<file path="config.mk">
export PLATFORM = sky130hd
export DESIGN_NAME = snake_top
export DESIGN_NICKNAME = d
export VERILOG_FILES = /design/src/logic/seg_pkg.sv /design/src/logic/game_pkg.sv /design/src/logic/button_pulse.sv /design/src/logic/tick_gen.sv /design/src/logic/game_fsm.sv /design/src/logic/segment_walker.sv /design/src/logic/trail_display.sv /design/src/logic/snake_top.sv
export SDC_FILE = /design/constraint.sdc
export NUM_CORES = 1
export LEC_CHECK = 0
export ABC_CLOCK_PERIOD_IN_PS = 2140
export BUFFER_PORTS_ARGS = -buffer_cell sky130_fd_sc_hd__buf_4
export CAP_MARGIN = 20
export CORE_UTILIZATION = 31
export CTS_BUF_LIST = sky130_fd_sc_hd__clkbuf_4 sky130_fd_sc_hd__clkbuf_8
export CTS_CLUSTER_DIAMETER = 60
export DETAILED_ROUTE_END_ITERATION = 12
export GPL_TIMING_DRIVEN = 0
export SLEW_MARGIN = 10
export SYNTH_ARGS = -nofsm -noshare
export SYNTH_HDL_FRONTEND = slang
export SYNTH_SLANG_ARGS = --single-unit
</file>
<file path="constraint.sdc">
create_clock -name clk -period 2.14 [get_ports clk]
set_input_delay 0.428 -clock clk [delete_from_list [all_inputs] [get_ports clk]]
set_output_delay 0.428 -clock clk [all_outputs]
set_load 0.03 [all_outputs]
</file>
<file path="src/logic/seg_pkg.sv">
package seg_pkg;

    localparam int NUM_SEGS = 7;

    // Segment index from A=0 up to G=6
    typedef logic [2:0] seg_idx_t;

    // Bit i belongs to segment i
    typedef logic [NUM_SEGS-1:0] seg_mask_t;

    typedef enum logic [1:0] {
        RIGHT = 2'd0,
        LEFT  = 2'd1,
        UP    = 2'd2,
        DOWN  = 2'd3
    } dir_t;

    localparam seg_idx_t SEG_A = 3'd0;
    localparam seg_idx_t SEG_B = 3'd1;
    localparam seg_idx_t SEG_C = 3'd2;
    localparam seg_idx_t SEG_D = 3'd3;
    localparam seg_idx_t SEG_E = 3'd4;
    localparam seg_idx_t SEG_F = 3'd5;
    localparam seg_idx_t SEG_G = 3'd6;

    // One step of the snake for a single button press
    // Returns 0 when the press leads nowhere from here
    function automatic logic walk_step(
        input  seg_idx_t seg,
        input  dir_t     head,
        input  dir_t     btn,
        output seg_idx_t next_seg,
        output dir_t     next_head
    );
        logic       ok;
        logic [4:0] nxt;
        ok  = 1'b1;
        nxt = {seg, head};
        case ({seg, head, btn})
            {SEG_A, RIGHT, RIGHT}: nxt = {SEG_B, DOWN};
            {SEG_A, LEFT, LEFT}:   nxt = {SEG_F, DOWN};
            {SEG_B, UP, LEFT}:     nxt = {SEG_A, LEFT};
            {SEG_B, DOWN, RIGHT}:  nxt = {SEG_G, LEFT};
            {SEG_B, DOWN, UP}:     nxt = {SEG_C, DOWN};
            {SEG_C, UP, LEFT}:     nxt = {SEG_G, LEFT};
            {SEG_C, UP, UP}:       nxt = {SEG_B, UP};
            {SEG_C, DOWN, RIGHT}:  nxt = {SEG_D, DOWN};
            {SEG_D, RIGHT, LEFT}:  nxt = {SEG_C, UP};
            {SEG_D, LEFT, RIGHT}:  nxt = {SEG_E, UP};
            {SEG_E, UP, RIGHT}:    nxt = {SEG_G, RIGHT};
            {SEG_E, UP, UP}:       nxt = {SEG_F, UP};
            {SEG_E, DOWN, LEFT}:   nxt = {SEG_D, RIGHT};
            {SEG_F, UP, RIGHT}:    nxt = {SEG_A, RIGHT};
            {SEG_F, DOWN, LEFT}:   nxt = {SEG_G, RIGHT};
            {SEG_G, RIGHT, LEFT}:  nxt = {SEG_B, UP};
            {SEG_G, RIGHT, RIGHT}: nxt = {SEG_C, DOWN};
            {SEG_G, LEFT, LEFT}:   nxt = {SEG_E, DOWN};
            {SEG_G, LEFT, RIGHT}:  nxt = {SEG_F, UP};
            default:               ok = 1'b0;
        endcase
        next_seg  = nxt[4:2];
        next_head = dir_t'(nxt[1:0]);
        return ok;
    endfunction

endpackage

</file>
<file path="src/logic/game_pkg.sv">
package game_pkg;

    typedef enum logic [1:0] {
        PH_INIT = 2'd0,
        PH_MOVE = 2'd1,
        PH_FALL = 2'd2
    } phase_t;

    // Consecutive high samples that make a press
    localparam int DEBOUNCE_DEPTH = 4;

    // One-second ticks spent on the idle digit
    localparam int INIT_SECONDS = 3;

    localparam int SEC_CNT_W = $clog2(INIT_SECONDS + 1);

    typedef logic [SEC_CNT_W-1:0] sec_cnt_t;

endpackage

</file>
<file path="src/logic/button_pulse.sv">
module button_pulse (
    input  logic clk,
    input  logic rst,
    input  logic button,
    output logic pulse
);

    logic [game_pkg::DEBOUNCE_DEPTH-1:0] samples;
    logic                                level;
    logic                                level_q;

    // Pressed only once the whole sample window is high
    assign level = &samples;

    always_ff @(posedge clk or posedge rst) begin
        if (rst) begin
            samples <= '0;
            level_q <= 1'b0;
            pulse   <= 1'b0;
        end else begin
            samples <= {samples[game_pkg::DEBOUNCE_DEPTH-2:0], button};
            level_q <= level;
            // Rising edge of the clean level
            pulse   <= level & ~level_q;
        end
    end

endmodule

</file>
<file path="src/logic/tick_gen.sv">
module tick_gen #(
    parameter int tick_cycles = 50_000_000
) (
    input  logic clk,
    input  logic rst,
    output logic half_tick,
    output logic sec_tick
);

    logic [$clog2(tick_cycles)-1:0] cnt;
    logic                           odd_half;

    always_ff @(posedge clk or posedge rst) begin
        if (rst) begin
            cnt       <= '0;
            odd_half  <= 1'b0;
            half_tick <= 1'b0;
            sec_tick  <= 1'b0;
        end else if (int'(cnt) == tick_cycles - 1) begin
            cnt       <= '0;
            odd_half  <= ~odd_half;
            half_tick <= 1'b1;
            // Second half of each pair closes a full second
            sec_tick  <= odd_half;
        end else begin
            cnt       <= cnt + 1'b1;
            half_tick <= 1'b0;
            sec_tick  <= 1'b0;
        end
    end

endmodule

</file>
<file path="src/logic/game_fsm.sv">
module game_fsm (
    input  logic             clk,
    input  logic             rst,
    input  logic             sec_tick,
    input  logic             half_tick,
    input  logic             down_pulse,
    input  logic             trail_full,
    output game_pkg::phase_t phase
);

    game_pkg::phase_t   phase_next;
    game_pkg::sec_cnt_t secs;

    always_comb begin
        phase_next = phase;
        case (phase)
            game_pkg::PH_INIT: begin
                if (secs == game_pkg::sec_cnt_t'(game_pkg::INIT_SECONDS)) begin
                    phase_next = game_pkg::PH_MOVE;
                end
            end
            game_pkg::PH_MOVE: begin
                if (down_pulse) begin
                    phase_next = game_pkg::PH_FALL;
                end
            end
            game_pkg::PH_FALL: begin
                // Back to idle on the half tick after the digit fills
                if (half_tick && trail_full) begin
                    phase_next = game_pkg::PH_INIT;
                end
            end
            default: begin
                phase_next = game_pkg::PH_INIT;
            end
        endcase
    end

    always_ff @(posedge clk or posedge rst) begin
        if (rst) begin
            phase <= game_pkg::PH_INIT;
        end else begin
            phase <= phase_next;
        end
    end

    // Seconds only count while idling
    always_ff @(posedge clk or posedge rst) begin
        if (rst) begin
            secs <= '0;
        end else if (phase_next != game_pkg::PH_INIT) begin
            secs <= '0;
        end else if (sec_tick) begin
            secs <= secs + 1'b1;
        end
    end

    phase_legal_a: assert property (
        @(posedge clk) disable iff (rst)
        phase inside {game_pkg::PH_INIT, game_pkg::PH_MOVE, game_pkg::PH_FALL}
    );

endmodule

</file>
<file path="src/logic/segment_walker.sv">
module segment_walker (
    input  logic              clk,
    input  logic              rst,
    input  game_pkg::phase_t  phase,
    input  logic              right_pulse,
    input  logic              left_pulse,
    input  logic              up_pulse,
    output seg_pkg::seg_idx_t cursor,
    output seg_pkg::dir_t     heading
);

    seg_pkg::dir_t     btn;
    logic              pressed;
    logic              step_ok;
    seg_pkg::seg_idx_t step_seg;
    seg_pkg::dir_t     step_head;

    assign pressed = right_pulse | left_pulse | up_pulse;

    // Right wins over left, and left over up
    always_comb begin
        if (right_pulse) begin
            btn = seg_pkg::RIGHT;
        end else if (left_pulse) begin
            btn = seg_pkg::LEFT;
        end else begin
            btn = seg_pkg::UP;
        end
    end

    always_comb begin
        step_ok = seg_pkg::walk_step(cursor, heading, btn, step_seg, step_head);
    end

    always_ff @(posedge clk or posedge rst) begin
        if (rst) begin
            cursor  <= seg_pkg::SEG_G;
            heading <= seg_pkg::LEFT;
        end else if (phase == game_pkg::PH_INIT) begin
            // Every game starts on G heading left
            cursor  <= seg_pkg::SEG_G;
            heading <= seg_pkg::LEFT;
        end else if (pressed && step_ok) begin
            cursor  <= step_seg;
            heading <= step_head;
        end
    end

    cursor_range_a: assert property (
        @(posedge clk) disable iff (rst)
        cursor <= seg_pkg::SEG_G
    );

endmodule

</file>
<file path="src/logic/trail_display.sv">
module trail_display (
    input  logic               clk,
    input  logic               rst,
    input  game_pkg::phase_t   phase,
    input  seg_pkg::seg_idx_t  cursor,
    input  logic               half_tick,
    output seg_pkg::seg_mask_t segments,
    output logic               trail_full
);

    seg_pkg::seg_mask_t cur_mask;
    seg_pkg::seg_mask_t visited;
    seg_pkg::seg_mask_t visited_next;
    seg_pkg::seg_mask_t lit;
    logic               in_fall;
    logic               blink;

    assign in_fall      = (phase == game_pkg::PH_FALL);
    assign cur_mask     = seg_pkg::seg_mask_t'(1) << cursor;
    assign visited_next = visited | cur_mask;

    always_ff @(posedge clk or posedge rst) begin
        if (rst) begin
            visited    <= '0;
            blink      <= 1'b0;
            trail_full <= 1'b0;
        end else if (!in_fall) begin
            visited    <= '0;
            blink      <= 1'b0;
            trail_full <= 1'b0;
        end else begin
            visited    <= visited_next;
            blink      <= blink ^ half_tick;
            // Drops with the half tick that ends the fall
            trail_full <= &visited_next & ~half_tick;
        end
    end

    always_comb begin
        case (phase)
            game_pkg::PH_MOVE: lit = cur_mask;
            game_pkg::PH_FALL: lit = visited_next ^ (blink ? cur_mask : '0);
            default:           lit = seg_pkg::seg_mask_t'(1) << seg_pkg::SEG_G;
        endcase
    end

    // Panel segments light on a low level
    assign segments = ~lit;

    full_in_fall_a: assert property (
        @(posedge clk) disable iff (rst)
        trail_full |-> phase == game_pkg::PH_FALL
    );

endmodule

</file>
<file path="src/logic/snake_top.sv">
module snake_top #(
    // Half a second at 100 MHz
    parameter int tick_cycles = 50_000_000
) (
    input  logic               clk,
    input  logic               rst,
    input  logic               right,
    input  logic               left,
    input  logic               up,
    input  logic               down,
    output seg_pkg::seg_mask_t segments,
    output logic               init,
    output logic               move,
    output logic               fall,
    output seg_pkg::dir_t      heading
);

    logic              right_pulse;
    logic              left_pulse;
    logic              up_pulse;
    logic              down_pulse;
    logic              half_tick;
    logic              sec_tick;
    logic              trail_full;
    game_pkg::phase_t  phase;
    seg_pkg::seg_idx_t cursor;

    button_pulse right_btn_inst (.clk(clk), .rst(rst), .button(right), .pulse(right_pulse));
    button_pulse left_btn_inst  (.clk(clk), .rst(rst), .button(left),  .pulse(left_pulse));
    button_pulse up_btn_inst    (.clk(clk), .rst(rst), .button(up),    .pulse(up_pulse));
    button_pulse down_btn_inst  (.clk(clk), .rst(rst), .button(down),  .pulse(down_pulse));

    tick_gen #(
        .tick_cycles(tick_cycles)
    ) tick_gen_inst (
        .clk      (clk),
        .rst      (rst),
        .half_tick(half_tick),
        .sec_tick (sec_tick)
    );

    game_fsm game_fsm_inst (
        .clk       (clk),
        .rst       (rst),
        .sec_tick  (sec_tick),
        .half_tick (half_tick),
        .down_pulse(down_pulse),
        .trail_full(trail_full),
        .phase     (phase)
    );

    segment_walker segment_walker_inst (
        .clk        (clk),
        .rst        (rst),
        .phase      (phase),
        .right_pulse(right_pulse),
        .left_pulse (left_pulse),
        .up_pulse   (up_pulse),
        .cursor     (cursor),
        .heading    (heading)
    );

    trail_display trail_display_inst (
        .clk       (clk),
        .rst       (rst),
        .phase     (phase),
        .cursor    (cursor),
        .half_tick (half_tick),
        .segments  (segments),
        .trail_full(trail_full)
    );

    // Phase flags for the board LEDs
    assign init = (phase == game_pkg::PH_INIT);
    assign move = (phase == game_pkg::PH_MOVE);
    assign fall = (phase == game_pkg::PH_FALL);

endmodule

</file>
==> impl_metrics.env, run 1 <==
export IMPL_p_per_area_nw_per_um2=560
export IMPL_period_share_pct=110
export IMPL_mostFrequentLayoutCells="dfrtp_1, buf_4, nor2_1, nand3_1, nand2_1"
export IMPL_dr_first_iter_drc_count=175
export IMPL_synthArstFlopShare_pct=100
export IMPL_setup_worst_path_start="segment_walker_inst.cursor[2]"
export IMPL_start_kind="flop"
export IMPL_fin_worst_skew_ns=0.0127
export IMPL_ys_dominant_reg_cell="dfrtp_1"
export IMPL_rsz0062_at_grt="true"
export IMPL_drive_gt1_share_pct=30.2
export IMPL_dpl_cell_area_um2=3950
export IMPL_tns_ns=-1.61
export IMPL_vdd_drop_max_v=0.000286
export IMPL_rows=39
export IMPL_timing_critical_path_fanout_max=4
export IMPL_r2r_slack_ns=-0.16
export IMPL_start_util_pct=31.8
export IMPL_slew_headroom_pct=48.5
export IMPL_syn_area_um2=3610
export IMPL_grt_overflow_total=0
export IMPL_finalHoldViolCount=0
export IMPL_avgSynthCellArea_um2=10.4
export IMPL_cp_data_arrival_time_ns=1.93
export IMPL_cts_hold_buf=0
export IMPL_area_growth_syn_to_layout_pct=29.5
export IMPL_timing_max_cap_violations=0
export IMPL_crit_path_end_kind="primary output"
export IMPL_crit_chain="buf_6 > buf_8 > nand2b_4 > nor2_2 > o21a_1 > a21boi_1 > o21ai_1 > buf_4"
export IMPL_antenna_found_initial=0
export IMPL_fmax_mhz=424
export IMPL_min_to="down_btn_inst.samples[0]"
export IMPL_dp_cells=510
export IMPL_via_per_inst=5.00
export IMPL_gp_congestion=0.903
export IMPL_hold_path_cell_count=1
export IMPL_portBuffers=17
export IMPL_cp_slowest_stage_delay_ns=0.56
export IMPL_tightest_slew_ns=0.772
export IMPL_clk_path_buf_depth=2
export IMPL_die_y_um=110
export IMPL_status="finished, violations left"
export IMPL_wirelength_um=7970
export IMPL_slew_violations=0
export IMPL_r2r_worst_path_cells=10
export IMPL_fin_crit_ns=2.36
export IMPL_nets=428
export IMPL_cts_sinks=71
export IMPL_dpl_hpwl_um=5180
export IMPL_synth_nets=361
export IMPL_die_area_um2=12100
export IMPL_avgRoutedWirePerCell_um=14.1
export IMPL_crit_family="flip-flops"
export IMPL_final_antenna_net_count=0
export IMPL_syn_inst=349
export IMPL_setup_ws_ns=-0.221
export IMPL_setup_violations=12
export IMPL_htree_num_levels=3
export IMPL_via_count=2822
export IMPL_die_w_um=110
export IMPL_clock_root_buffer="clkbuf_8"
export IMPL_path_class="reg -> out"
export IMPL_nFillCells=1049
export IMPL_cpMaxStageDelayCell="dfstp_2"
export IMPL_antennaDiodeCount=0
export IMPL_grt_usage_pct=14.4
export IMPL_hp_start="down"
export IMPL_ys_warn_count=0
export IMPL_violations="negative setup slack"
export IMPL_cts_buffers=9
export IMPL_fin_area_um2=4680
export IMPL_coreArea_um2=11400
export IMPL_layout_commonest_cell="dfrtp_1"
export IMPL_clk_pin_slew_worst_paths_ns=0.08
export IMPL_final_cells=564
export IMPL_leakage_nw=2.18
export IMPL_post_route_drc_count=0
export IMPL_grt_pass1_vias=2708
export IMPL_synth_edf_count=0
export IMPL_cts_tree="done"
export IMPL_crit_buf_inv=3
export IMPL_clk_latency_ns=0.34
export IMPL_grt_pass1_wl_um=13300
export IMPL_r2r_start="segment_walker_inst.cursor[2]"
export IMPL_synth_distinct_cells=62
export IMPL_ys_seq_area_share_pct=49.3
export IMPL_r2r_end="segment_walker_inst.cursor[2]"
export IMPL_required_ns=1.71
export IMPL_hold_path_class="in -> reg"
export IMPL_grt_max_degree=37
export IMPL_synth_ff_latch_count=71
export IMPL_ios=18
export IMPL_drtPass1Iterations=5
[registers in the layout, summed over array words and instances (netlist names), 2 cells and up]
name	cells
tick_gen_inst.cnt	26
trail_display_inst.visited	7
down_btn_inst.samples	4
left_btn_inst.samples	4
right_btn_inst.samples	4
up_btn_inst.samples	4
segment_walker_inst.cursor	3
game_fsm_inst.phase	2
game_fsm_inst.secs	2
segment_walker_inst.heading	2
[through the flow]
| step | total power [mW] | hold WS (ns) | util, % | setup slack [ns] |
|---|---|---|---|---|
| 4_1_cts | 2.67 | 0.163 | 39.9 | -0.195 |
| 3_5_place_dp | 1.46 | 0.354 | 34.7 | -0.171 |
| 3_3_place_gp | 1.45 | 0.352 | 34.5 | -0.150 |
| 2_1_floorplan | 1.43 | 0.347 | - | -0.0879 |
| 5_1_grt | 2.74 | 0.160 | 41.1 | -0.311 |
| 6_report | 2.62 | 0.190 | 41.1 | -0.221 |
[cell usage after synthesis (2+ instances only)]
master     number  area share, %
dfrtp_1        68             47
o31ai_1         2           0.42
nor3b_1         2           0.42
ha_1            6            2.1
o21ai_0        10            1.4
nor3_2          3           0.83
nor2_1         35            3.6
and3b_1         2           0.48
nand3b_1        3           0.62
and4_1          5            1.2
nand2_1        19            2.0
o21ai_1         5           0.69
mux2_4          2           0.83
o2bb2ai_1       2           0.48
a31oi_1         2           0.35
buf_4           5            1.0
a32oi_1         2           0.48
a21boi_0        6            1.2
and3_1          7            1.2
o21a_1          5            1.0
nor2b_1        12            2.1
nor3b_2         2           0.69
dfstp_2         3            2.2
xnor2_1        13            3.2
nand4_1         8            1.4
and2_1          8            1.4
a21oi_1        11            1.5
buf_2           6           0.83
nand3_1        19            2.6
inv_1          12            1.2
mux2i_1         4            1.1
nor3_1         11            1.5
clkbuf_1        3           0.31
xor2_1         15            3.6
o22ai_1         2           0.35
nand2b_1        3           0.52
[cell families (layout without fill, tap and decap cells)]
kind of cell / Yosys count / count (layout) / synth area share, %
multiplexers: 7 / 7 / 2.25
XOR/XNOR: 29 / 29 / 7.24
adder cells (fa/ha/maj): 6 / 6 / 2.08
AO/OA/AOI/OAI: 58 / 58 / 11.0
flip-flops: 71 / 71 / 49.3
AND/OR/NAND/NOR: 151 / 151 / 24.4
buffers and inverters: 27 / 99 / 3.74
[worst reg2reg max path, delay by kind of cell, from the launching register on]
family                 cells  cell delay (ns)
buffers and inverters      4             0.54
AND/OR/NAND/NOR            3             0.50
multiplexers               1             0.33
AO/OA/AOI/OAI              2             0.32
flip-flops                 1             0.56
[worst max-delay path by stage]
stage	to	slack (ns)	depth (start not counted)
CTS	segments[3]	-0.19	8
global placement	segments[2]	-0.15	8
floorplan	segments[3]	-0.09	7
detailed placement	segments[3]	-0.17	8
global route	segments[3]	-0.31	8
finish	segments[3]	-0.22	8
[final cells by class]
cell class	instances	area, um^2	share of cell area [%]
inverter	12	48.8	1.04
multi-input combinational	251	1850	39.6
timing repair buffer	57	483	10.3
tap	143	179	3.82
clock buffer	12	153	3.26
sequential	71	1780	38.1
clock inverter	4	70.1	1.50
buffer	14	114	2.43
[where the power goes]
part           leakage, nW  internal, mW  total [mW]  switching [mW]
registers            0.928          1.36        1.37         0.00708
clock network        0.117         0.711        1.19           0.475
logic                 1.13        0.0225      0.0646          0.0421
[layer usage]
| layer | vias up | part of all wire, % | GRT usage, % |
|---|---|---|---|
| met2 | 70 | 48 | 23.4 |
| met5 | - | 0 | 0 |
| met4 | 0 | 1.6 | 3.81 |
| met3 | 12 | 4.6 | 4.03 |
| li1 | 1364 | - | - |
| met1 | 1376 | 46 | 18.9 |
[what timing repair did]
action / CTS / global route
setup endpoints to repair: 9 / 21
pin swaps: 10 / 10
gates resized for setup: 37 / 13
setup buffers: 29 / 10
Note: power is estimated with default switching activity, not from simulation.
==> run 2: changes to the inputs <==
--- a/config.mk
+++ b/config.mk
@@ -8,11 +8,14 @@
 export ABC_CLOCK_PERIOD_IN_PS = 2140
 export BUFFER_PORTS_ARGS = -buffer_cell sky130_fd_sc_hd__buf_4
 export CAP_MARGIN = 20
+export CELL_PAD_IN_SITES_DETAIL_PLACEMENT = 1
+export CELL_PAD_IN_SITES_GLOBAL_PLACEMENT = 1
 export CORE_UTILIZATION = 31
 export CTS_BUF_LIST = sky130_fd_sc_hd__clkbuf_4 sky130_fd_sc_hd__clkbuf_8
 export CTS_CLUSTER_DIAMETER = 60
 export DETAILED_ROUTE_END_ITERATION = 12
 export GPL_TIMING_DRIVEN = 0
+export PLACE_DENSITY_LB_ADDON = 0.1
 export SLEW_MARGIN = 10
 export SYNTH_ARGS = -nofsm -noshare
 export SYNTH_HDL_FRONTEND = slang
==> impl_metrics.env, run 2 (synthesis gave the netlist of run 1 again) <==
export IMPL_status="finished, violations left"
export IMPL_violations="negative setup slack"
export IMPL_drive_gt1_share_pct=28.9
export IMPL_cp_slowest_stage_delay_ns=0.57
export IMPL_grt_overflow_total=0
export IMPL_setup_violations=12
export IMPL_timing_critical_path_fanout_max=4
export IMPL_via_per_inst=5.00
export IMPL_start_util_pct=31.8
export IMPL_drtPass1Iterations=6
export IMPL_clock_root_buffer="clkbuf_8"
export IMPL_timing_max_cap_violations=0
export IMPL_die_y_um=110
export IMPL_dr_first_iter_drc_count=102
export IMPL_post_route_drc_count=0
export IMPL_rsz0062_at_grt="true"
export IMPL_fmax_mhz=421
export IMPL_setup_ws_ns=-0.234
export IMPL_hold_path_class="in -> async"
export IMPL_rows=39
export IMPL_dpl_hpwl_um=5900
export IMPL_mostFrequentLayoutCells="dfrtp_1, buf_4, nor2_1, nand3_1, nand2_1"
export IMPL_leakage_nw=2.12
export IMPL_utilization_pct=40.3
export IMPL_multiInputGateArea_um2=1820
export IMPL_required_ns=1.71
export IMPL_top_register="tick_gen_inst.cnt"
export IMPL_wirelength_um=8930
export IMPL_largest_register_ffs=26
export IMPL_layout_commonest_cell="dfrtp_1"
export IMPL_gp_congestion=0.817
export IMPL_tightest_slew_ns=0.581
export IMPL_clk_path_buf_depth=2
export IMPL_crit_path_end_kind="primary output"
export IMPL_start_kind="flop"
export IMPL_cts_sinks=71
export IMPL_p_per_area_nw_per_um2=549
export IMPL_dpl_worst_slack_ns=-0.188
export IMPL_crit_top_cell="buf_6"
export IMPL_vdd_drop_max_v=0.000280
export IMPL_antenna_found_initial=0
export IMPL_nets=422
export IMPL_antennaDiodeCount=0
export IMPL_path_class="reg -> out"
export IMPL_tns_ns=-1.46
export IMPL_grt_pass1_wl_um=15000
export IMPL_finalHoldViolCount=0
export IMPL_period_share_pct=111
export IMPL_avgRoutedWirePerCell_um=16.0
export IMPL_slew_violations=0
export IMPL_htree_num_levels=3
export IMPL_seqCellArea_um2=1780
export IMPL_die_w_um=110
export IMPL_coreArea_um2=11400
export IMPL_clk_latency_ns=0.35
export IMPL_grt_pass1_vias=2937
export IMPL_grt_max_degree=31
export IMPL_cp_data_arrival_time_ns=1.95
export IMPL_fin_worst_skew_ns=0.0161
export IMPL_clk_pin_slew_worst_paths_ns=0.10
export IMPL_via_count=2791
export IMPL_slew_headroom_pct=60.8
export IMPL_ios=18
export IMPL_die_area_um2=12100
export IMPL_grt_usage_pct=16.4
export IMPL_cts_tree="done"
export IMPL_cts_buffers=9
export IMPL_largestRegisters="tick_gen_inst.cnt x26, trail_display_inst.visited x7"
export IMPL_crit_chain="buf_6 > buf_8 > nand2b_4 > nor2_1 > o21a_1 > a21boi_1 > o21ai_2 > buf_6"
export IMPL_cts_hold_buf=0
export IMPL_cpMaxStageDelayCell="dfstp_2"
export IMPL_fin_crit_ns=2.37
export IMPL_nFillCells=1306
export IMPL_area_growth_syn_to_layout_pct=26.8
export IMPL_portBuffers=17
export IMPL_final_antenna_net_count=0
[run 2: cell types whose count changed in the layout (fill, tap and decap cells not counted), sizes merged]
cell    previous run  this run
inv               11        16
bufinv             2         0
clkbuf            14        12
buf               69        62
[run 2: final cells by class]
cell class                      instances  area share [%]
Multi-Input combinational cell        251            39.7
Sequential cell                        71            38.9
Timing Repair Buffer                   50            9.42
Tap cell                              143            3.90
Buffer                                 15            2.76
Clock buffer                            9            2.70
Clock inverter                          7            1.61
Inverter                               12            1.06
[run 2: routing by layer]
layer | global-route usage (%) | wire length (um) | part of all wire [%] | vias up
met2 | 26.9 | 4400 | 49 | 51
li1 | - | - | - | 1351
met1 | 21.3 | 4110 | 46 | 1381
met5 | 0 | 0 | 0 | -
met4 | 4.76 | 86 | 0.96 | 0
met3 | 4.09 | 326 | 3.7 | 8
[run 2: final timing paths]
| kind | start | to | slack (ns) | depth (start not counted) |
|---|---|---|---|---|
| worst max-delay path | segment_walker_inst.cursor[2] | segments[2] | -0.23 | 8 |
| max in group asynchronous | rst | segment_walker_inst.cursor[1] | 1.55 | 3 |
| worst min register to register | down_btn_inst.samples[2] | down_btn_inst.samples[3] | 0.38 | 0 |
| worst max register to register | segment_walker_inst.cursor[2] | segment_walker_inst.cursor[1] | -0.08 | 10 |
| worst min-delay path | rst | left_btn_inst.samples[1] | 0.05 | 2 |
| min in group clk | left | left_btn_inst.samples[0] | 0.17 | 1 |
[run 2: power by group]
group          switching, mW  leakage, nW  internal (mW)
sequential           0.00751        0.928           1.36
clock                  0.622        0.101          0.462
combinational         0.0434         1.09         0.0234
[run 2: per-stage QoR]
stage	hold WS, ns	std cells	cell area, um^2	total power [mW]
detailed placement	0.357	511	3970	1.46
CTS	0.0414	550	4450	2.56
global route	0.0415	558	4580	2.63
finish	0.0461	558	4580	2.52
global placement	0.351	509	3930	1.45
floorplan	0.347	349	3620	1.43
[run 2: critical path: cells and delay by family (launching register included)]
family	cells	cell delay, ns
DFF	1	0.57
AOI/OAI and AO/OA	3	0.47
buffers and inverters	3	0.34
and+or+nand+nor	2	0.21
[run 2: repair_timing]
item | 4_1_cts | 5_1_grt
resized for setup | 30 | 16
pin swaps | 9 | 11
buffers inserted | 23 | 8
setup endpoints to repair | 10 | 15
==> run 3: changes to the inputs <==
--- a/config.mk
+++ b/config.mk
@@ -5,15 +5,17 @@
 export SDC_FILE = /design/constraint.sdc
 export NUM_CORES = 1
 export LEC_CHECK = 0
-export ABC_CLOCK_PERIOD_IN_PS = 2140
+export ABC_CLOCK_PERIOD_IN_PS = 2950
 export BUFFER_PORTS_ARGS = -buffer_cell sky130_fd_sc_hd__buf_4
 export CAP_MARGIN = 20
 export CELL_PAD_IN_SITES_DETAIL_PLACEMENT = 1
 export CELL_PAD_IN_SITES_GLOBAL_PLACEMENT = 1
+export CORE_MARGIN = 2
 export CORE_UTILIZATION = 31
 export CTS_BUF_LIST = sky130_fd_sc_hd__clkbuf_4 sky130_fd_sc_hd__clkbuf_8
 export CTS_CLUSTER_DIAMETER = 60
 export DETAILED_ROUTE_END_ITERATION = 12
+export GPL_ROUTABILITY_DRIVEN = 0
 export GPL_TIMING_DRIVEN = 0
 export PLACE_DENSITY_LB_ADDON = 0.1
 export SLEW_MARGIN = 10
==> constraint.sdc (replaced) <==
create_clock -name clk -period 2.95 [get_ports clk]
set_input_delay 0.59 -clock clk [delete_from_list [all_inputs] [get_ports clk]]
set_output_delay 0.59 -clock clk [all_outputs]
set_load 0.03 [all_outputs]
==> impl_metrics.env, run 3 (synthesis gave the netlist of run 1 again) <==
export IMPL_drtPass1Iterations=4
export IMPL_grt_usage_pct=14.6
export IMPL_p_per_area_nw_per_um2=447
export IMPL_intPower_mw=1.40
export IMPL_rows=39
export IMPL_via_count=2672
export IMPL_crit_chain="buf_4 > buf_4 > nand2b_2 > nor2_1 > o21a_1 > a21boi_0 > o21ai_1 > buf_4"
export IMPL_cts_hold_buf=0
export IMPL_largestRegisters="tick_gen_inst.cnt x26, trail_display_inst.visited x7"
export IMPL_cpMaxStageDelayCell="dfstp_2"
export IMPL_via_per_inst=5.08
export IMPL_crit_path_end_kind="primary output"
export IMPL_final_cells=526
export IMPL_slew_headroom_pct=55.4
export IMPL_grt_overflow_total=0
export IMPL_path_class="reg -> out"
export IMPL_power_switching_uw=455
export IMPL_wirelength_um=8390
export IMPL_grt_pass1_vias=2827
export IMPL_status="completed"
export IMPL_dp_cells=510
export IMPL_mostFrequentLayoutCells="dfrtp_1, nor2_1, buf_4, nand3_1, nand2_1"
export IMPL_rsz0062_at_grt="false"
export IMPL_setup_violations=0
export IMPL_crit_family="flip-flops"
export IMPL_required_ns=2.36
export IMPL_clock_root_buffer="clkbuf_8"
export IMPL_slew_violations=0
export IMPL_cp_data_arrival_time_ns=2.21
export IMPL_finalHoldViolCount=0
export IMPL_layout_commonest_cell="dfrtp_1"
export IMPL_crit_top_cell="buf_4"
export IMPL_clk_pin_slew_worst_paths_ns=0.09
export IMPL_largest_register_ffs=26
export IMPL_cp_slowest_stage_delay_ns=0.59
export IMPL_final_antenna_net_count=0
export IMPL_grt_max_degree=51
export IMPL_start_kind="flop"
export IMPL_crit_buf_inv=3
export IMPL_die_w_um=112
export IMPL_utilization_pct=36.4
export IMPL_dr_first_iter_drc_count=120
export IMPL_timing_max_cap_violations=0
export IMPL_portBuffers=17
export IMPL_hold_path_class="in -> async"
export IMPL_cts_sinks=71
export IMPL_vdd_drop_max_v=0.000243
export IMPL_ctsResizeCount=0
export IMPL_coreArea_um2=11400
export IMPL_tightest_slew_ns=0.665
export IMPL_avgRoutedWirePerCell_um=16.0
export IMPL_post_route_drc_count=0
export IMPL_fmax_mhz=357
export IMPL_ios=18
export IMPL_pwr_share_comb_pct=2.5
export IMPL_seqPwrFrac_pct=53.4
export IMPL_cts_buffers=9
export IMPL_drive_gt1_share_pct=18.0
export IMPL_nets=390
export IMPL_area_growth_syn_to_layout_pct=15.1
export IMPL_die_area_um2=12500
export IMPL_dpl_hpwl_um=6020
export IMPL_fin_worst_skew_ns=0.00538
export IMPL_htree_num_levels=3
export IMPL_leakage_nw=1.85
export IMPL_clk_path_buf_depth=2
export IMPL_period_share_pct=94.9
export IMPL_top_register="tick_gen_inst.cnt"
export IMPL_antenna_found_initial=0
export IMPL_cts_tree="done"
export IMPL_timing_critical_path_fanout_max=10
export IMPL_grt_pass1_wl_um=14800
export IMPL_p_sw_share_pct=24.5
export IMPL_fin_crit_ns=2.80
export IMPL_cts_setup_buffers=0
export IMPL_clk_latency_ns=0.35
export IMPL_start_util_pct=31.6
export IMPL_antennaDiodeCount=0
export IMPL_clockPowerShare_pct=44.1
export IMPL_die_y_um=112
## run 3: cell types whose count changed in the layout (fill, tap and decap cells not counted), sizes merged
cell and change:
inv -2, clkinvlp +2, bufinv +1, clkinv -1
buf -32
## run 3: per-layer routing
metal	track usage (%)	share of wire (%)	vias to the layer above
li1	-	-	1282
met4	4.47	1.6	0
met2	23.4	48	34
met5	0	0	-
met1	20.0	47	1343
met3	3.10	3.1	13
## run 3: through the flow
step           power (mW)  setup TNS [ns]  cell area (um^2)  worst slack [ns]  hold WS [ns]
2_1_floorplan        1.04               0              3610             0.333         0.347
3_3_place_gp         1.05          -27.92              3920            -0.418         0.352
3_5_place_dp         1.06               0              3950             0.433         0.357
4_1_cts              1.90               0              4160            0.0276         0.175
5_1_grt              1.93               0              4160          0.000816         0.197
6_report             1.86               0              4160             0.150         0.191
## run 3: power groups by stage
stage | logic [mW] | clock network [mW] | registers (mW)
global placement | 0.0419 | 0 | 1.01
global route | 0.0525 | 0.889 | 0.994
CTS | 0.0481 | 0.859 | 0.992
floorplan | 0.0277 | 0 | 1.01
detailed placement | 0.0480 | 0 | 1.01
finish | 0.0456 | 0.819 | 0.992
## run 3: path summary, 6_finish.rpt
path / from / to / slack (ns) / depth (start not counted)
min in group clk: left / left_btn_inst.samples[0] / 0.34 / 1
hold reg to reg: down_btn_inst.samples[2] / down_btn_inst.samples[3] / 0.38 / 0
setup / recovery: segment_walker_inst.cursor[2] / segments[2] / 0.15 / 8
max in group asynchronous: rst / segment_walker_inst.cursor[2] / 2.16 / 3
setup reg to reg: right_btn_inst.pulse / segment_walker_inst.cursor[2] / 0.71 / 7
hold / removal: rst / left_btn_inst.samples[0] / 0.19 / 2
## run 3: area by class of cell
| cell class | instances | area [um^2] |
|---|---|---|
| fillers | 1324 | 7260 |
| flip-flops and latches | 71 | 1780 |
| multi-input cells | 251 | 1700 |
| well taps | 143 | 179 |
| repair buffers | 18 | 155 |
| clock buffers | 9 | 124 |
| plain buffers | 15 | 90.1 |
| clock inverters | 7 | 81.3 |
| inverters | 12 | 47.5 |
